$ cat config.mk
export PLATFORM = sky130hd
export DESIGN_NAME = sfp_link_ctrl
export DESIGN_NICKNAME = d
export VERILOG_FILES = /design/src/design/sfp_link_ctrl.sv
export SDC_FILE = /design/constraint.sdc
export NUM_CORES = 1
export LEC_CHECK = 0
export BUFFER_PORTS_ARGS = -buffer_cell sky130_fd_sc_hd__buf_2
export CAP_MARGIN = 25
export CORE_MARGIN = 8
export CORE_UTILIZATION = 40
export DETAILED_ROUTE_END_ITERATION = 8
export HOLD_SLACK_MARGIN = 0.02
export SETUP_SLACK_MARGIN = 0.2
export SLEW_MARGIN = 25
export SYNTH_ARGS = -nofsm -noshare
export SYNTH_HDL_FRONTEND = slang
export SYNTH_SLANG_ARGS = --single-unit
$ cat constraint.sdc
create_clock -name clk_125mhz_int -period 1.8 [get_ports clk_125mhz_int]
set_input_delay 0.09 -clock clk_125mhz_int [delete_from_list [all_inputs] [get_ports clk_125mhz_int]]
set_output_delay 0.09 -clock clk_125mhz_int [all_outputs]
set_load 0.02 [all_outputs]
$ cat src/design/sfp_link_ctrl.sv
// SFP link state machine gating forwarding, driving tx_disable and the status LEDs
`timescale 1ns/10ps
`default_nettype none

module sfp_link_ctrl #(
    parameter int LINK_HOLD = 64
) (
    input  logic       clk_125mhz_int,
    input  logic       rst_n_i,
    input  logic [2:0] status_i,
    input  logic       frame_sent_i,
    output logic       fwd_en_o,
    output logic       sfp_tx_disable_o,
    output logic [1:0] led_o
);

    localparam int HOLD_W = $clog2(LINK_HOLD + 1);

    typedef enum logic [1:0] {
        DOWN,
        SETTLE,
        UP
    } link_state_e;

    link_state_e       state_q;
    logic [HOLD_W-1:0] hold_q;
    logic              act_q;
    logic              fault;
    logic              los;
    logic              absent;
    logic              clean;

    assign {fault, los, absent} = status_i;
    assign clean = !(fault || los || absent);

    always_ff @(posedge clk_125mhz_int or negedge rst_n_i) begin
        if (!rst_n_i) begin
            state_q          <= DOWN;
            hold_q           <= '0;
            act_q            <= 1'b0;
            sfp_tx_disable_o <= 1'b1;
        end else begin
            // Laser stays off without a module or with a reported fault
            sfp_tx_disable_o <= fault || absent;
            if (frame_sent_i) begin
                act_q <= !act_q;
            end
            case (state_q)
                DOWN: begin
                    if (clean) begin
                        state_q <= SETTLE;
                        hold_q  <= HOLD_W'(1);
                    end
                end
                SETTLE: begin
                    if (!clean) begin
                        state_q <= DOWN;
                    end else if (hold_q >= HOLD_W'(LINK_HOLD - 1)) begin
                        state_q <= UP;
                    end else begin
                        hold_q <= hold_q + HOLD_W'(1);
                    end
                end
                UP: begin
                    if (!clean) begin
                        state_q <= DOWN;
                    end
                end
                default: state_q <= DOWN;
            endcase
        end
    end

    // Drops in the same cycle a status pin goes bad
    assign fwd_en_o = (state_q == UP) && clean;
    assign led_o    = {act_q, state_q == UP};

endmodule

`default_nettype wire

---- Yosys cells after proc, flatten, opt, wreduce, memory -nomap -nowiden ----
Index checks and enable logic that the tools add are counted.
storage, ports and cells
  register bits ........................... 11
  input port bits ......................... 6
  output and inout bits ................... 4
  logic and storage cells ................. 32
cells by class
  $add $sub $neg .......................... 1
  magnitude comparators ................... 1
  eq/ne operators ......................... 7
  multiplexer cells ....................... 9
  reductions and logical operators ........ 10
operator list
  cell                                                 number
  two-way mux 7 bit                                    3
  one-hot mux 7 bit (2 select lines)                   1
  two-way mux 2 bit                                    4
  adder 7 x 1 -> 7 bit, second input constant          1
  >= comparator 7 x 6 -> 1 bit, second input constant  1
  != test 2 bit, second input constant                 3
  one-hot mux 2 bit (3 select lines)                   1
  AND reduction 4 bit                                  1
  logical OR 1 bit                                     3
  != test 3 bit, second input constant                 1
  AND reduction 3 bit                                  1
  == test 2 x 1 -> 1 bit, second input constant        1
  == test 2 bit, second input constant                 1
  zero test 1 bit                                      2
  zero test 2 bit                                      1
  != test 2 x 1 -> 1 bit, second input constant        1
  nonzero test 2 bit                                   1
  logical AND 1 bit                                    1

---- Logic depth before layout (Yosys ltp) ----
  word-level depth ........................ 4
  depth in mapped cells ................... 4
  mapped depth without buffers ............ 4

---- Worst setup path before layout ----
No wires, ideal clock.
  kind .................................... register to register
  start point ............................. register state_q[0]
  end point ............................... register state_q[1]
  library setup time ...................... 0.068 ns
  data arrival time ....................... 1.552 ns
  data required time ...................... 1.732 ns
  setup slack ............................. 0.180 ns
  stages on the path, launching flop included .. 4
  buffers on the path ..................... 0
  clock period less this slack ............ 1.620 ns
  cells stage by stage .................... dfrtp_1 > nor2b_1 > nor3b_1 > a31o_2
on the way
  cells in the longest elaborated chain, start to end .. 3
  elaborated cells between the ends (all ways) .. 8
  those cells by class .................... eq/ne: 5; mux: 1; reduce/logical: 2
ends and longest elaborated chain
  item                              RTL line  RTL
  start, declared                   25        link_state_e state_q;
  start signal, assigned            38        state_q <= DOWN;
  start signal, assigned            51        state_q <= SETTLE;
  start signal, assigned            57        state_q <= DOWN;
  == test 2 bit (*)                 n/a
  named net led_o[0]                14        output logic [1:0] led_o
  != test 2 x 1 -> 1 bit (no line)  n/a
  AND reduction 3 bit (no line)     n/a
The timed path passes the listed nets; every way through them passes the cells marked *.
A chain may end at the register's enable or synchronous reset.

---- Worst setup path in the final report ----
  start point ............................. register state_q[1]
  end point ............................... register hold_q[3]
on the way
  cells in the longest elaborated chain, start to end .. 3
  elaborated cells between the ends (all ways) .. 8
  those cells by class .................... eq/ne: 4; mux: 1; reduce/logical: 3
ends and longest elaborated chain
  item                                                                  RTL line  RTL
  == test 2 x 1 -> 1 bit / zero test 2 bit (equally long branches)      48        case (state_q)
  != test 2 bit (no line) / nonzero test 2 bit (equally long branches)  n/a
  AND reduction 4 bit (no line)                                         n/a
  end signal, assigned                                                  61        hold_q <= hold_q + HOLD_W'(1);
  end, declared                                                         26        logic [HOLD_W-1:0] hold_q;
Several ways; a longest one is shown, not always the timed one.

==> reports/metrics.yaml <==
drtIter0Drc: 15
relSlewSlack_pct: 64.3
wl_met2_microns: 556
combinationalPowerShare_pct: 15.2
finalHoldViolations: 0
insertion_delay_ns: 0.26
via_per_inst: 5.68
drt_wl_total_microns: 1160
critPathLaunchType: "register"
ys_seq_area_share_pct: 46.8
drc: 0
grt_pass1_wl_microns: 1930
routed.top_layer: "met3"
reg2reg_from: "state_q[1]"
fin_crit_ns: 1.55
gp_congestion: 0.713
num-nets-final: 74
fin_crit_sh_pct: 86.2
die-area_sq_um: 2960
timing.rr.end: "hold_q[3]"
clock_path_buffers: 2
ir_drop_uv: 455
ys_ff_latch: 11
grt_usage_pct: 9.29
die_w_microns: 54.4
synthMuxAreaShare_pct: 3.39
layout_common_cells: "dfrtp_1 (9), buf_2 (9), nand2_1 (4)"
synth_compound_area_share_pct: 18.6
wl_per_cell_microns: 14.2
async_flop_share_pct: 100
p_per_area_nw_per_um2: 787
gr-total-overflow: 0
met3WireLength_microns: 95
met1_length_microns: 510
cts_root_buf: "clkbuf_4"
worstSetupEndpointType: "register"
setup_viol: 0
coreArea_sq_um: 1440
rr_worst_depth: 3
hold_depth: 2
io_buffers: 9
worstMarginPinSlew_ns: 0.531
synth-edff-count: 0
synth_fa_ha_area_share_pct: 2.12
yosysUniqueCellTypes: 34
initial_core_util_pct: 41.1
grt_pass1_vias: 438
cts_made_buffers: 3
cp_max_fo: 11
synth.cell_area_sq_um: 591
p_int_mw: 0.389
cts_sinks: 11
htreeDepth: 1
yosys_most_used_dff: "dfrtp_1"
p_sw_share_pct: 27.6
ant_nets: 0
max_freq_ghz: 0.644
power_leakage_nw: 0.296
grt_start_max_net_pins: 14
dp_hpwl_microns: 859
synth_xor_area_share_pct: 1.48
skew_ns: 0.000470
drive_gt1_share_pct: 30.3
crit_arrival_ns: 1.76
rsz0062_at_grt: "false"
synth_top_family_by_area: "simple AND/OR/NAND/NOR gates"
synth_simple_gate_area_share_pct: 21.8
fp.dieH_microns: 54.4
min_path_type: "in2reg"
hp-start: "status_i[0]"
avgSynthCellArea_sq_um: 10.7
dr.pass1.iters: 4
ios: 10
crit_required_ns: 2.00
rows: 14
antenna_cells: 0
area_growth_pct: 15.5
pwr-share-clk_pct: 30.5
postCtsSetupRepairBufs: 0
power_frac_seq_pct: 54.2
synth_nets: 62
num_vias: 466
p_switching_mw: 0.148
fin_tns_setup_ns: 0
clk_pin_slew_ns: 0.06
whs_ns: 0.0797
syn_inst: 55
drv_cap: 0
fin_util_pct: 47.5
synth_warnings: 0
worstSetupPathType: "reg2reg"
drv_slew: 0
rrSetupSlack_ns: 0.25
hold_end: "sfp_tx_disable_o"
cts_tree: "yes"
antenna_found_initial: 0
status: "finished clean"
how the worst max path moves through the flow:
stage                      to       start  slack (ns)
floorplan           hold_q[0]  state_q[1]        0.21
global placement    hold_q[3]  state_q[1]        0.17
detailed placement  hold_q[3]  state_q[1]        0.13
CTS                 hold_q[3]  state_q[1]        0.24
global route        hold_q[3]  state_q[1]        0.20
finish              hold_q[3]  state_q[1]        0.25
state kept, by name (all words and copies together) (netlist names):
| name | count |
|---|---|
| sfp_tx_disable_o | 1 |
| state_q | 2 |
| act_q | 1 |
| hold_q | 7 |
synthesized netlist by cell type, types with 2 or more instances:
| cell type | count | area share, % |
|---|---|---|
| dfrtp_1 | 10 | 42 |
| nand2_1 | 4 | 2.5 |
| a21o_1 | 2 | 2.5 |
| a21oi_1 | 2 | 1.7 |
| clkbuf_1 | 2 | 1.3 |
| inv_1 | 2 | 1.3 |
| mux2i_1 | 2 | 3.4 |
| nand3_1 | 2 | 1.7 |
| nor2_1 | 2 | 1.3 |
| nor4_1 | 2 | 2.1 |
| o21ai_0 | 2 | 1.7 |
critical path, stage by stage, from the launching register on:
cell	delay, ns
dfrtp_1	0.38
or4_4	0.50
or4b_1	0.53
nand3_1	0.08
cell families (layout without fill, tap and decap cells):
family                     Yosys count  count (layout)
muxes                                2               2
AOI/OAI and AO/OA                   14              14
DFF                                 11              11
adders and majority gates            1               1
and+or+nand+nor                     20              20
xor gates and xnor gates             1               1
buffers and inverters                6              17
stage by stage:
stage | setup WS (ns) | power, mW | cells | cell area, sq um
finish | 0.248 | 0.537 | 82 | 682
detailed placement | 0.132 | 0.375 | 76 | 634
global route | 0.198 | 0.571 | 82 | 682
CTS | 0.241 | 0.550 | 82 | 681
floorplan | 0.213 | 0.359 | 55 | 596
global placement | 0.169 | 0.374 | 76 | 634
power by group through the flow:
| stage | registers (mW) | logic, mW | clock network (mW) |
|---|---|---|---|
| 3_5_place_dp | 0.295 | 0.0798 | 0 |
| 5_1_grt | 0.294 | 0.0918 | 0.185 |
| 2_1_floorplan | 0.290 | 0.0686 | 0 |
| 3_3_place_gp | 0.295 | 0.0797 | 0 |
| 6_report | 0.291 | 0.0818 | 0.164 |
| 4_1_cts | 0.291 | 0.0838 | 0.175 |
metal layers:
metal | vias to the layer above | global-route usage (%)
li1 | 231 | -
met1 | 218 | 10.7
met2 | 17 | 14.3
met3 | 0 | 5.71
met4 | 0 | 2.46
met5 | - | 0
layout make-up:
cell class	count	area (sq um)
Clock buffer	4	26.3
Timing Repair Buffer	11	65.1
Multi-Input combinational cell	38	285
Fill cell	148	754
Inverter	2	7.51
Tap cell	16	20.0
Sequential cell	11	278
repair_timing:
action                                 CTS  global route
gates resized for setup                  0             1
hold buffers                             2             0
endpoints found under the hold margin   12             0
setup endpoints to repair                1             1
pin swaps                                1             0
No activity file was read; power rests on OpenSTA's default activity.
