==> src/design/sfp_link_pkg.sv <==
// GMII framing constants and byte type shared by the SFP loopback datapath blocks
`default_nettype none

package sfp_link_pkg;

    // One GMII data byte
    typedef logic [7:0] gmii_byte_t;

    // Preamble filler and start-of-frame delimiter
    localparam gmii_byte_t GMII_PREAMBLE = 8'h55;
    localparam gmii_byte_t GMII_SFD      = 8'hD5;

    // Preamble bytes emitted ahead of the SFD on transmit
    localparam int PREAMBLE_LEN = 7;

    // Minimum idle cycles between transmitted frames
    localparam int IFG_LEN = 12;

endpackage

`default_nettype wire

==> src/design/gmii_rx_framer.sv <==
// GMII receive framer that strips preamble and SFD and flags frame end and receive errors
`timescale 1ns/10ps
`default_nettype none

module gmii_rx_framer import sfp_link_pkg::*; (
    input  logic       clk_125mhz_int,
    input  logic       rst_n_i,
    input  gmii_byte_t gmii_rxd_i,
    input  logic       gmii_rx_dv_i,
    input  logic       gmii_rx_er_i,
    input  logic       fwd_en_i,
    output gmii_byte_t rx_byte_o,
    output logic       rx_valid_o,
    output logic       rx_last_o,
    output logic       rx_bad_o
);

    typedef enum logic [1:0] {
        IDLE,
        PREAMBLE,
        DATA,
        DISCARD
    } rx_state_e;

    rx_state_e state_q;
    logic      err_q;

    always_ff @(posedge clk_125mhz_int or negedge rst_n_i) begin
        if (!rst_n_i) begin
            state_q    <= IDLE;
            err_q      <= 1'b0;
            rx_valid_o <= 1'b0;
            rx_last_o  <= 1'b0;
            rx_bad_o   <= 1'b0;
        end else begin
            rx_valid_o <= 1'b0;
            rx_last_o  <= 1'b0;
            rx_bad_o   <= 1'b0;
            case (state_q)
                IDLE, PREAMBLE: begin
                    if (!gmii_rx_dv_i) begin
                        state_q <= IDLE;
                    end else if (gmii_rx_er_i) begin
                        state_q <= DISCARD;
                    end else if (gmii_rxd_i == GMII_SFD) begin
                        // Link must be up at the SFD or the whole frame is skipped
                        state_q <= fwd_en_i ? DATA : DISCARD;
                        err_q   <= 1'b0;
                    end else if (gmii_rxd_i == GMII_PREAMBLE) begin
                        state_q <= PREAMBLE;
                    end else begin
                        state_q <= DISCARD;
                    end
                end
                DATA: begin
                    if (gmii_rx_dv_i) begin
                        rx_valid_o <= 1'b1;
                        err_q      <= err_q | gmii_rx_er_i;
                    end else begin
                        // End marker follows the last byte by one cycle
                        rx_last_o <= 1'b1;
                        rx_bad_o  <= err_q;
                        state_q   <= IDLE;
                    end
                end
                DISCARD: begin
                    if (!gmii_rx_dv_i) begin
                        state_q <= IDLE;
                    end
                end
                default: state_q <= IDLE;
            endcase
        end
    end

    // Data byte lags the GMII bus by exactly one cycle
    always_ff @(posedge clk_125mhz_int) begin
        rx_byte_o <= gmii_rxd_i;
    end

endmodule

`default_nettype wire

==> config.mk <==
export PLATFORM = sky130hd
export DESIGN_NAME = gmii_rx_framer
export DESIGN_NICKNAME = d
export VERILOG_FILES = /design/src/design/sfp_link_pkg.sv /design/src/design/gmii_rx_framer.sv
export SDC_FILE = /design/constraint.sdc
export NUM_CORES = 1
export LEC_CHECK = 0
export BUFFER_PORTS_ARGS = -buffer_cell sky130_fd_sc_hd__buf_2
export CAP_MARGIN = 20
export CORE_AREA = 3 3 40 42
export CTS_CLUSTER_DIAMETER = 40
export DETAILED_ROUTE_END_ITERATION = 10
export DIE_AREA = 0 0 43 45
export GPL_ROUTABILITY_DRIVEN = 0
export GPL_TIMING_DRIVEN = 0
export PLACE_DENSITY = 0.59
export SLEW_MARGIN = 15
export SYNTH_ARGS = -nofsm -noshare
export SYNTH_HDL_FRONTEND = slang
export SYNTH_SLANG_ARGS = --single-unit
==> constraint.sdc <==
create_clock -name clk_125mhz_int -period 1.4 [get_ports clk_125mhz_int]
set_input_delay 0.28 -clock clk_125mhz_int [delete_from_list [all_inputs] [get_ports clk_125mhz_int]]
set_output_delay 0.28 -clock clk_125mhz_int [all_outputs]
set_load 0.01 [all_outputs]
# --- Yosys cells after proc, flatten, opt, wreduce, memory -nomap -nowiden ---
# Index checks and enable logic that the tools add are counted.
word_totals:
  regBits: 14
  in_bits: 13
  out_inout_bits: 11
  wordCells: 40
op_classes:
  eq_ne: 10
  n_mux: 18
  bitwise_logic: 1
  reduce_logical: 5
ops:
  columns: ["operator", "n"]
  rows:
  - ["two-way mux 1 bit", 11]
  - ["two-way mux 2 bit", 5]
  - ["!= test 2 bit (second input constant)", 5]
  - ["== test 8 x 7 -> 1 bit (second input constant)", 1]
  - ["== test 8 bit (second input constant)", 1]
  - ["AND reduction 5 bit", 1]
  - ["== test 2 bit (second input constant)", 2]
  - ["case mux 2 bit (2 select lines)", 1]
  - ["OR reduction 2 bit", 2]
  - ["== test 2 x 1 -> 1 bit (second input constant)", 1]
  - ["logical NOT 2 bit", 1]
  - ["case mux 1 bit (2 select lines)", 1]
  - ["nonzero test 2 bit", 1]
  - ["bitwise OR 1 bit", 1]

# --- Longest topological paths before layout ---
logic_depth:
  ltp_word: 6
  mapped_depth: 3
  depth_no_buf: 3

# --- Worst setup path after synthesis ---
# No wires, ideal clock.
synth_timing:
  path_type: "reg-to-reg"
  start: "register state_q[1]"
  end: "register err_q"
  setup_time_ns: 0.132
  arrival_ns: 0.741
  required_ns: 1.268
  path_slack_ns: 0.528
  path_stages_with_launch: 4
  n_path_buf: 0
  period_less_slack_ns: 0.872
  path_cell_list: "dfrtp_1 and3b_2 a21oi_1 a31oi_1"
synth_between:
  elab_chain_len: 4
  elab_cells_between_ends: 11
  classes_between: "eq/ne: 6; mux: 1; reduce/logical: 4"
synth_rtl:
  columns: ["item", "line", "rtl"]
  rows:
  - ["from (decl)", "gmii_rx_framer.sv:25", "rx_state_e state_q;"]
  - ["from (signal assigned)", "gmii_rx_framer.sv:47", "state_q <= fwd_en_i ? DATA : DISCARD;"]
  - ["== test 2 x 1 -> 1 bit or logical NOT 2 bit (tied branches)", "gmii_rx_framer.sv:39", "case (state_q)"]
  - ["OR reduction 2 bit", "gmii_rx_framer.sv:39", null]
  - ["!= test 2 bit (no source line) or nonzero test 2 bit (tied branches)", null, null]
  - ["AND reduction 5 bit (no source line)", null, null]
  - ["to (signal assigned)", "gmii_rx_framer.sv:58", "err_q <= err_q | gmii_rx_er_i;"]
  - ["to (decl)", "gmii_rx_framer.sv:26", "logic err_q;"]
# Several ways; a longest one is shown, not always the timed one.
# A chain may end at the register's enable or synchronous reset.

# --- Worst setup path after layout ---
layout_timing:
  start: "register rx_bad_o"
  end: "output rx_bad_o"
layout_lines:
  columns: ["item", "line", "rtl"]
  rows:
  - ["from (decl)", "gmii_rx_framer.sv:15", "output logic rx_bad_o"]
  - ["from (signal assigned)", "gmii_rx_framer.sv:62", "rx_bad_o <= err_q;"]
# No word-level cell between the ends.

==> flow_summary.json <==
{
  "max-clock-path-buffers": 2,
  "cts.sinks": 14,
  "p_leak_nw": 0.292,
  "synth_area_um2": 403,
  "cap_viol_max_count": 0,
  "crit_fanout": 1,
  "setup_violations": 0,
  "die_h_um": 45,
  "hold_path_class": "input port to register",
  "holdPathEnd": "rx_byte_o[3]$_DFF_P_",
  "reg2reg_slack_ns": 0.46,
  "drc": 0,
  "arrival_ns": 0.76,
  "critPathSlowestCell": "dfrtp_1",
  "critical_path_class": "register to output pin",
  "layout_common_cells": "buf_2 (23), dfxtp_1 (8), dfrtp_1 (6)",
  "hold_violations": 0,
  "timing.fmax_ghz": 0.963,
  "setup_tns_ns": 0,
  "cp-end-kind": "output pin",
  "vias": 297,
  "cpLargestDelayFamily": "flip-flops",
  "finalCritPeriodShare_pct": 74.1,
  "clkLatencyLatePin_ns": 0.27,
  "ys_warn_count": 0,
  "period_needed_ns": 1.04,
  "slew_headroom_pct": 83.4,
  "grt_pass1_wl_um": 1100,
  "dp_slack_ns": 0.347,
  "cts-resized-gates": 0,
  "synth_cell_types": 14,
  "syn_avg_cell_area_um2": 14.4,
  "skew_ns": 0.000221,
  "syn_inst": 28,
  "die_area_mm2": 0.00194,
  "wl_per_cell_um": 10.2,
  "syn_to_final_growth_pct": 44.7,
  "drtPass1Iterations": 2,
  "fillers": 135,
  "clk_pin_slew_ns": 0.08,
  "antenna_found_initial": 0,
  "grt_max_degree": 9,
  "layout.nets": 70,
  "yosysSeqAreaShare_pct": 77.0,
  "initial_core_util_pct": 31.4,
  "cts_tree": "done",
  "r2r_end": "err_q$_DFFE_PN0P_",
  "path_depth": 1,
  "final_antenna_net_count": 0,
  "finish.utilization_pct": 45.4,
  "numPortBuffers": 23,
  "core.rowCount": 13,
  "multiInputGateArea_um2": 92.6,
  "finalWirelength_um": 727,
  "core_area_mm2": 0.00128,
  "syn_nets": 41,
  "root_buffer": "clkbuf_4",
  "cts_setup_buffers": 0,
  "cp_slowest_stage_delay_ns": 0.36,
  "cts_made_buffers": 3,
  "outcome": "complete, no violations",
  "dieWidth_um": 43,
  "worst-path-buf-inv": 1,
  "htreeDepth": 1,
  "track_usage_pct": 8.00,
  "power_density_mw_per_mm2": 1320,
  "worstHoldStart": "gmii_rxd_i[3]",
  "fin_hold_ws_ns": 0.118,
  "finalPower_mw": 0.768,
  "antenna_cells": 0,
  "final_layout_size_suffix_gt1_share_pct": 51.8,
  "grt_overflow": 0,
  "crit_required_ns": 1.12,
  "drt_iter0_drc": 1,
  "max-vdd-ir-drop_mv": 0.613,
  "cp-start-kind": "register",
  "viasPerCell": 4.18,
  "path_cells": "buf_2",
  "seq_area_um2": 310,
  "reg2reg_depth": 3,
  "hold_depth": 1,
  "slew_viol_final": 0,
  "grt_pass1_vias": 287,
  "worst_pin_slew_ns": 0.248,
  "r2r-start": "state_q[1]$_DFFE_PN0P_",
  "hold_buffers": 1,
  "rsz0062_at_grt": "false",
  "worst_slack_ns": 0.362,
  "mostFrequentLayoutCell": "buf_2",
  "io_pins": 24,
  "ys_ff_latch": 14,
  "dpl.hpwl_um": 587
}
logic make-up after synthesis:
| family | after synthesis | share of synthesized area [%] |
|---|---|---|
| AO/OA/AOI/OAI | 4 | 6.21 |
| flip-flops | 14 | 77.0 |
| AND/OR/NAND/NOR | 10 | 16.8 |
state kept, by name (all words and copies together), names as in the netlist:
register,cells
rx_last_o,1
rx_bad_o,1
state_q,2
rx_valid_o,1
rx_byte_o,8
err_q,1
Yosys cell counts, drive strengths merged:
| master | count | area share [%] |
|---|---|---|
| dfxtp | 8 | 40 |
| nand2 | 2 | 1.9 |
| nand2b | 1 | 1.6 |
| dfrtp | 6 | 37 |
| a31oi | 2 | 3.1 |
| nand4bb | 1 | 2.8 |
| and2 | 1 | 1.6 |
| a21boi | 1 | 1.9 |
| nor3 | 2 | 3.7 |
| nor2 | 1 | 0.93 |
| and3b | 1 | 2.5 |
| nor3b | 1 | 1.9 |
| a21oi | 1 | 1.2 |
metal layers:
layer,wire [µm],global-route usage (%),vias up
li1,-,-,154
met5,0,0,-
met1,304,8.71,126
met2,328,12.3,17
met4,0,5.42,0
met3,94,3.98,0
worst max-delay path by stage:
stage | startpoint | endpoint | slack, ns
after floorplan | state_q[1]$_DFFE_PN0P_ | err_q$_DFFE_PN0P_ | 0.53
after global placement | gmii_rxd_i[3] | err_q$_DFFE_PN0P_ | 0.35
after detailed placement | gmii_rxd_i[3] | err_q$_DFFE_PN0P_ | 0.35
after CTS | rx_bad_o$_DFF_PN0_ | rx_bad_o | 0.34
after global routing | rx_last_o$_DFF_PN0_ | rx_last_o | 0.32
final | rx_bad_o$_DFF_PN0_ | rx_bad_o | 0.36
layout make-up:
type	instances	share of cell area [%]
Multi-Input combinational cell	14	15.9
Tap cell	15	3.22
Clock buffer	4	6.22
Timing Repair Buffer	24	21.5
Sequential cell	14	53.2
where the power goes:
part	total (mW)	switching [mW]	internal, mW
combinational	0.0661	0.0328	0.0333
sequential	0.427	0.00521	0.422
clock	0.275	0.117	0.158
worst reg2reg max path, cell delays in order, from the launching register on:
cell	delay, ns
dfrtp_1	0.40
and3b_2	0.21
a21oi_1	0.15
a31oi_1	0.06
metrics by stage:
stage,area (µm²),std cells
floorplan,403,28
global placement,537,66
detailed placement,537,66
CTS,583,71
global route,583,71
finish,583,71
Power figures use the tool's default switching activity.
