File: src/design/sfp_link_pkg.sv
// GMII framing constants and byte type shared by the SFP loopback datapath blocks
`default_nettype none

package sfp_link_pkg;

    // One GMII data byte
    typedef logic [7:0] gmii_byte_t;

    // Preamble filler and start-of-frame delimiter
    localparam gmii_byte_t GMII_PREAMBLE = 8'h55;
    localparam gmii_byte_t GMII_SFD      = 8'hD5;

    // Preamble bytes emitted ahead of the SFD on transmit
    localparam int PREAMBLE_LEN = 7;

    // Minimum idle cycles between transmitted frames
    localparam int IFG_LEN = 12;

endpackage

`default_nettype wire

File: src/design/gmii_tx_framer.sv
// GMII transmit framer with a credit-fed staging queue, preamble, SFD and inter-frame gap
`timescale 1ns/10ps
`default_nettype none

module gmii_tx_framer import sfp_link_pkg::*; #(
    parameter int CREDITS = 4
) (
    input  logic       clk_125mhz_int,
    input  logic       rst_n_i,
    input  gmii_byte_t tx_byte_i,
    input  logic       tx_valid_i,
    input  logic       tx_last_i,
    output logic       credit_o,
    output gmii_byte_t gmii_txd_o,
    output logic       gmii_tx_en_o,
    output logic       gmii_tx_er_o,
    output logic       frame_sent_o
);

    localparam int PTR_W = (CREDITS > 1) ? $clog2(CREDITS) : 1;
    localparam int CNT_W = $clog2(CREDITS + 1);
    localparam int TMR_W = $clog2(IFG_LEN + 1);

    typedef enum logic [2:0] {
        IDLE,
        PREAMBLE,
        SFD,
        DATA,
        GAP
    } tx_state_e;

    tx_state_e        state_q;
    logic [8:0]       stage_q [CREDITS];
    logic [PTR_W-1:0] head_q;
    logic [PTR_W-1:0] tail_q;
    logic [CNT_W-1:0] count_q;
    logic [CNT_W-1:0] lasts_q;
    logic [TMR_W-1:0] timer_q;

    logic head_last;
    logic pop;
    logic start;

    function automatic logic [PTR_W-1:0] ptr_inc(input logic [PTR_W-1:0] p);
        if (p == PTR_W'(CREDITS - 1)) begin
            return '0;
        end
        return p + PTR_W'(1);
    endfunction

    assign head_last = stage_q[head_q][8];
    assign pop       = (state_q == DATA) && (count_q != '0);
    // Full queue or a whole short frame keeps the payload from starving
    assign start     = (count_q == CNT_W'(CREDITS)) || (lasts_q != '0);

    // Each popped byte frees one staging slot
    assign credit_o     = pop;
    assign gmii_tx_er_o = 1'b0;

    always_ff @(posedge clk_125mhz_int or negedge rst_n_i) begin
        if (!rst_n_i) begin
            state_q      <= IDLE;
            head_q       <= '0;
            tail_q       <= '0;
            count_q      <= '0;
            lasts_q      <= '0;
            timer_q      <= '0;
            gmii_tx_en_o <= 1'b0;
            frame_sent_o <= 1'b0;
        end else begin
            if (tx_valid_i) begin
                tail_q <= ptr_inc(tail_q);
            end
            if (pop) begin
                head_q <= ptr_inc(head_q);
            end
            count_q <= count_q + CNT_W'(tx_valid_i) - CNT_W'(pop);
            lasts_q <= lasts_q + CNT_W'(tx_valid_i && tx_last_i) - CNT_W'(pop && head_last);

            gmii_tx_en_o <= (state_q == PREAMBLE) || (state_q == SFD) || pop;
            frame_sent_o <= pop && head_last;

            case (state_q)
                IDLE: begin
                    timer_q <= '0;
                    if (start) begin
                        state_q <= PREAMBLE;
                    end
                end
                PREAMBLE: begin
                    if (timer_q == TMR_W'(PREAMBLE_LEN - 1)) begin
                        state_q <= SFD;
                        timer_q <= '0;
                    end else begin
                        timer_q <= timer_q + TMR_W'(1);
                    end
                end
                SFD: state_q <= DATA;
                DATA: begin
                    if (pop && head_last) begin
                        state_q <= GAP;
                    end
                end
                GAP: begin
                    if (timer_q == TMR_W'(IFG_LEN - 1)) begin
                        state_q <= IDLE;
                    end else begin
                        timer_q <= timer_q + TMR_W'(1);
                    end
                end
                default: state_q <= IDLE;
            endcase
        end
    end

    always_ff @(posedge clk_125mhz_int) begin
        if (tx_valid_i) begin
            stage_q[tail_q] <= {tx_last_i, tx_byte_i};
        end
        case (state_q)
            PREAMBLE: gmii_txd_o <= GMII_PREAMBLE;
            SFD:      gmii_txd_o <= GMII_SFD;
            DATA:     gmii_txd_o <= stage_q[head_q][7:0];
            default:  gmii_txd_o <= 8'h00;
        endcase
    end

endmodule

`default_nettype wire

File: config.mk
export PLATFORM = sky130hd
export DESIGN_NAME = gmii_tx_framer
export DESIGN_NICKNAME = d
export VERILOG_FILES = /design/src/design/sfp_link_pkg.sv /design/src/design/gmii_tx_framer.sv
export SDC_FILE = /design/constraint.sdc
export NUM_CORES = 1
export LEC_CHECK = 0
export BUFFER_PORTS_ARGS = -buffer_cell sky130_fd_sc_hd__buf_2
export CORE_MARGIN = 4
export CORE_UTILIZATION = 62
export DETAILED_ROUTE_END_ITERATION = 7
export PLACE_DENSITY = 0.88
export SLEW_MARGIN = 20
export SYNTH_ARGS = -nofsm -noshare
export SYNTH_HDL_FRONTEND = slang
export SYNTH_SLANG_ARGS = --single-unit
File: constraint.sdc
create_clock -name clk_125mhz_int -period 3.3 [get_ports clk_125mhz_int]
set_input_delay 0.825 -clock clk_125mhz_int [delete_from_list [all_inputs] [get_ports clk_125mhz_int]]
set_output_delay 0.825 -clock clk_125mhz_int [all_outputs]
set_load 0.02 [all_outputs]
Word level (Yosys, flattened, before mapping)
Memory sizes are Yosys's and may differ from the RTL's.
Index checks and enable logic that the tools add are counted.
{"block": "op_classes", "add_sub_neg": 7, "n_eq_ne": 14, "n_mux": 19, "n_reduce_logical": 12}
{"op": "$pmux W8 S3", "count": 1}
{"op": "$pmux W3 S5", "count": 1}
{"op": "$mux W3", "count": 4}
{"op": "$pmux W4 S3", "count": 1}
{"op": "$reduce_bool A3 Y1", "count": 3}
{"op": "$mux W2", "count": 4}
{"op": "$mux W4", "count": 2}
{"op": "$add A3 B1 Y3", "count": 2}
{"op": "$eq A3 B2 Y1 const B", "count": 2}
{"op": "$eq A3 B3 Y1 const B", "count": 2}
{"op": "$mux W1", "count": 6}
{"op": "$ne A2 B2 Y1 const B", "count": 3}
{"op": "$sub A3 B1 Y3", "count": 2}
{"op": "$add A2 B1 Y2 const B", "count": 2}
{"op": "$add A4 B1 Y4 const B", "count": 1}
{"op": "$eq A2 B2 Y1 const B", "count": 2}
{"op": "$eq A4 B3 Y1 const B", "count": 1}
{"op": "$eq A4 B4 Y1 const B", "count": 1}
{"op": "$ne A2 B1 Y1 const B", "count": 2}
{"op": "$reduce_and A4 Y1", "count": 1}
{"op": "$eq A3 B1 Y1 const B", "count": 1}
{"op": "$logic_and A1 B1 Y1", "count": 3}
{"op": "$logic_not A3 Y1", "count": 1}
{"op": "$logic_or A1 B1 Y1", "count": 3}
{"op": "$reduce_and A2 Y1", "count": 1}
{"block": "word_totals", "ff_bits": 27, "ramBits": 36, "input_bits": 12, "output_inout_bits": 12, "word_cells": 62, "memories": 1}
{"name": "stage_q", "depth": 4, "width": 9, "read_ports": 1, "rd_ports_with_merged_regs": 0, "wr": 1, "line_no": "gmii_tx_framer.sv:33", "rtl": "logic [8:0] stage_q [CREDITS];"}

Depth between registers and ports, before layout
{"block": "logic_depth", "depth_word": 5, "depth_mapped": 10, "depth_no_buf": 9}

Least setup slack after synthesis
OpenSTA, ideal clock, no wires.
{"block": "synth_timing", "path_type": "register -> register", "from": "reg count_q[1]", "to": "reg count_q[2]", "setup_time_ns": 0.123, "arrival_time_ns": 2.145, "required_time_ns": 3.177, "setup_slack_ns": 1.032, "path_stages_with_launch": 9, "n_path_buf": 0, "period_less_slack_ns": 2.268, "path_cell_list": "dfrtp_1 or3_2 and2_4 ha_1 inv_1 ha_1 fa_1 xnor2_1 xnor2_1"}
{"block": "synth_between", "elab_chain_len": 3}
{"item": "start: declaration", "line_no": "gmii_tx_framer.sv:36", "rtl": "logic [CNT_W-1:0] count_q;"}
{"item": "start signal: assignment", "line_no": "gmii_tx_framer.sv:77", "rtl": "count_q <= count_q + CNT_W'(tx_valid_i) - CNT_W'(pop);"}
{"item": "$reduce_bool A3 Y1", "line_no": "gmii_tx_framer.sv:52", "rtl": "assign pop = (state_q == DATA) && (count_q != '0);"}
{"item": "$logic_and A1 B1 Y1", "line_no": "gmii_tx_framer.sv:52"}
{"item": "named net credit_o", "line_no": "gmii_tx_framer.sv:13", "rtl": "output logic credit_o,"}
{"item": "$sub A3 B1 Y3", "line_no": "gmii_tx_framer.sv:77"}
The timed path passes the listed nets, and every way through them passes these cells.
A chain may end at the register's enable or synchronous reset.

Final worst setup path
{"block": "layout_timing", "from": "reg head_q[1]", "to": "reg lasts_q[2]"}
{"block": "layout_between", "elab_chain_len": 3}
{"item": "start: declaration", "line_no": "gmii_tx_framer.sv:34", "rtl": "logic [PTR_W-1:0] head_q;"}
{"item": "start signal: assignment", "line_no": "gmii_tx_framer.sv:75", "rtl": "head_q <= ptr_inc(head_q);"}
{"item": "$mem_v2 Z4 W9"}
{"item": "$logic_and A1 B1 Y1", "line_no": "gmii_tx_framer.sv:78", "rtl": "lasts_q <= lasts_q + CNT_W'(tx_valid_i && tx_last_i) - CNT_W'(pop && head_last);"}
{"item": "$sub A3 B1 Y3", "line_no": "gmii_tx_framer.sv:78"}
{"item": "end signal: assignment", "line_no": "gmii_tx_framer.sv:78"}
{"item": "end: declaration", "line_no": "gmii_tx_framer.sv:37", "rtl": "logic [CNT_W-1:0] lasts_q;"}
Every way passes these cells.

==> results.md <==
* Yosys top cell area share at roughly two fifths
* CTS tree: done
* Syn_nets at roughly 190
* Skew final at 0.00747 ns
* Distinct cells, synth at between 40 and 50
* Leakage power at ~1.2 nW
* Core Area at approximately 4100 um^2
* Ys Warns at 0
* Synth top area cells: edfxtp_1, dfrtp_1, mux4_2
* Post-CTS Setup Bufs at 0
* Die area at around 5300 um^2
* Post-synth top flop: edfxtp_1
* Setup TNS at 0 ns
* Pre-CTS WS at a little over 0.8 ns
* CTS hold repair buffers at 0
* Peak Freq at 402 MHz
* Post-synth EDFFs at 36
* CP startpoint kind: flip-flop
* Ys async rst share at a little under a third
* Clk Tree Root Cell: clkbuf_8
* Worst EP required at ~3.5 ns
* Data arrival time of the worst path at between 2 and 3 ns
* Routed vias at around 1400
* Drt pass-1 iters at 4
* Mapped Cells at between 150 and 200
* H-tree Lvls at 3
* DRT Wirelength at between 4000 and 5000 um
* Antenna cells at 0
* Synth area leader: edfxtp_1
* Placer Congestion at between 0.7 and 0.8
* Max Cap Viol at 0
* CP max stage delay at roughly 0.62 ns
* Post-CTS sizing at 0
* Ports at 24
* Crit path capture type: flip-flop
* Most common cell after layout, fill and taps aside: edfxtp_1
* Area delta synth->final at 12.9%
* DRC at 0
* Initial antenna violation count at 0
* Worst setup margin at about 0.8 ns
* Chip width at around 73 um
* Status: complete, no violations
* Routed len/inst at approximately 17 um
* Clk sink count at 63
* Critical path class: flip-flop to flip-flop
* Hold crit path type: input pin to async pin
* Final core utilization at between 70% and 80%
* Share of the yosys chip area belonging to registers at between 60% and 70%
* Largest net degree at the start of global routing at 20
* Worst-skew pair later-pin latency at 0.34 ns
* Crit share post-route at 75.4%
* CP Cell Sequence: mux4_2 -> nand3_1 -> inv_1 -> ha_1 -> inv_1 -> ha_1 -> fa_1 -> xor2_1 -> xnor2_1
* Count of final setup violators at 0
* Flops & latches, synth at 63
* Delay-heaviest family, CP: adder cells
* Avg Synthesized Cell Area at approximately 16 um^2
* Global-route wire length before repair at ~7300 um
* GRT Residual Overflow at 0
* Tot GR Track Use at between 10% and 20%
* Die Span Y at approximately 73 um
* Pwr per Cell Area at 947 nW/um^2
* Crit path buf inv count at 2
* Port-buffer cells at 22
* Antenna viol nets, final at 0
* Slew Limit Fails at 0
* Fin. Hold Viols at 0
* RSZ-0062 raised after global routing: false
* Hpwl dp at 3030 um
* DR vias/cell at ~5.5
* # nets final at around 220
* Final min period at 2.49 ns
* Crit path max fanout at 11
* Worst reg2reg path depth at 9
* Layout cells sized above 1 at between 20% and 30%
* Post-Syn Area at roughly 2600 um^2
* Peak supply drop at approximately 0.68 mV
* Crit path depth at 9
* Vias in the first global route at 1463
* Commonest non-fill, non-tap cells in the layout: edfxtp_1, buf_2, dfrtp_1, nor2_1
* Critical-path top delay cell: dfrtp_1
* Clock slew at reported path FFs at about 0.070 ns
* Initial Utilization at between 60% and 70%
* Row cnt at 23
* Clk buf depth at 2
* Initial DRC count at 82
* CTS Buf Count at 9
## report_power, final
group / switching (W) / internal, W / total (W)
registers: 0.000161 / 0.00107 / 0.00123
logic: 0.000472 / 0.000432 / 0.000904
clock network: 0.000305 / 0.000369 / 0.000674
## per-stage QoR
step	cell area [um^2]	total power, W	instances	hold WS [ns]
after floorplan	2630	0.00194	169	0.447
after global placement	2750	0.00208	236	0.465
after detailed placement	2750	0.00217	236	0.490
after CTS	2960	0.00284	252	0.408
after global routing	2960	0.00301	252	0.433
final	2960	0.00281	252	0.420
## logic make-up after synthesis
kind of cell | Yosys count | synth area share [%]
flip-flops | 63 | 65.4
AND/OR/NAND/NOR | 43 | 9.01
buffers and inverters | 17 | 3.57
adder cells (fa/ha/maj) | 13 | 6.77
AO/OA/AOI/OAI | 13 | 3.62
multiplexers | 12 | 9.15
XOR/XNOR | 7 | 2.34
other | 1 | 0.143
## worst register-to-register path: stages, from the launching register on
cell     delay (ns)
dfrtp_1        0.62
mux4_2         0.37
nand3_1        0.13
inv_1          0.09
ha_1           0.27
inv_1          0.04
ha_1           0.18
fa_1           0.38
xor2_1         0.16
xnor2_1        0.13
## per-layer routing
layer  part of all wire (%)  wire, um  global-route usage (%)  up-vias
met5                      0         0                       0        -
met4                    2.0        87                    10.7        0
met3                    4.4       191                    6.34        8
met2                     54      2320                    33.6       36
met1                     39      1700                    21.8      687
li1                       -         -                       -      663
## synthesized netlist by cell type (2+ instances only)
master,count
mux2_2,2
nand2_1,6
a21oi_1,2
nor2_1,13
nand3_1,2
and2_1,8
ha_1,11
o21bai_1,2
fa_1,2
xnor2_1,4
o21ai_0,2
inv_1,11
dfxtp_1,8
nand3b_1,2
buf_4,3
and2b_1,2
dfrtp_1,19
xor2_1,3
mux4_2,9
edfxtp_1,36
## worst paths after layout
check | slack, ns | start | to
setup / recovery | 0.81 | head_q[1]$_DFFE_PN0P_ | lasts_q[2]$_DFF_PN0_
hold / removal | 0.42 | rst_n_i | timer_q[0]$_DFFE_PN0P_
setup reg to reg | 0.81 | head_q[1]$_DFFE_PN0P_ | lasts_q[2]$_DFF_PN0_
hold reg to reg | 0.50 | lasts_q[2]$_DFF_PN0_ | lasts_q[2]$_DFF_PN0_
max in group asynchronous | 2.56 | rst_n_i | tail_q[1]$_DFFE_PN0P_
min in group clk_125mhz_int | 0.50 | lasts_q[2]$_DFF_PN0_ | lasts_q[2]$_DFF_PN0_
## final cells by class
cell class | count | area [um^2]
clock buffers | 12 | 178
clock inverters | 4 | 33.8
fillers | 260 | 1090
inverters | 11 | 41.3
multi-input cells | 89 | 815
flip-flops and latches | 63 | 1720
well taps | 50 | 62.6
repair buffers | 23 | 118
## state kept, by name, indices dropped and copies added (netlist names)
register / cells
gmii_tx_en_o: 1
gmii_txd_o: 8
count_q: 3
lasts_q: 3
tail_q: 2
frame_sent_o: 1
state_q: 3
stage_q: 36
timer_q: 4
head_q: 2
Power figures use the tool's default switching activity.
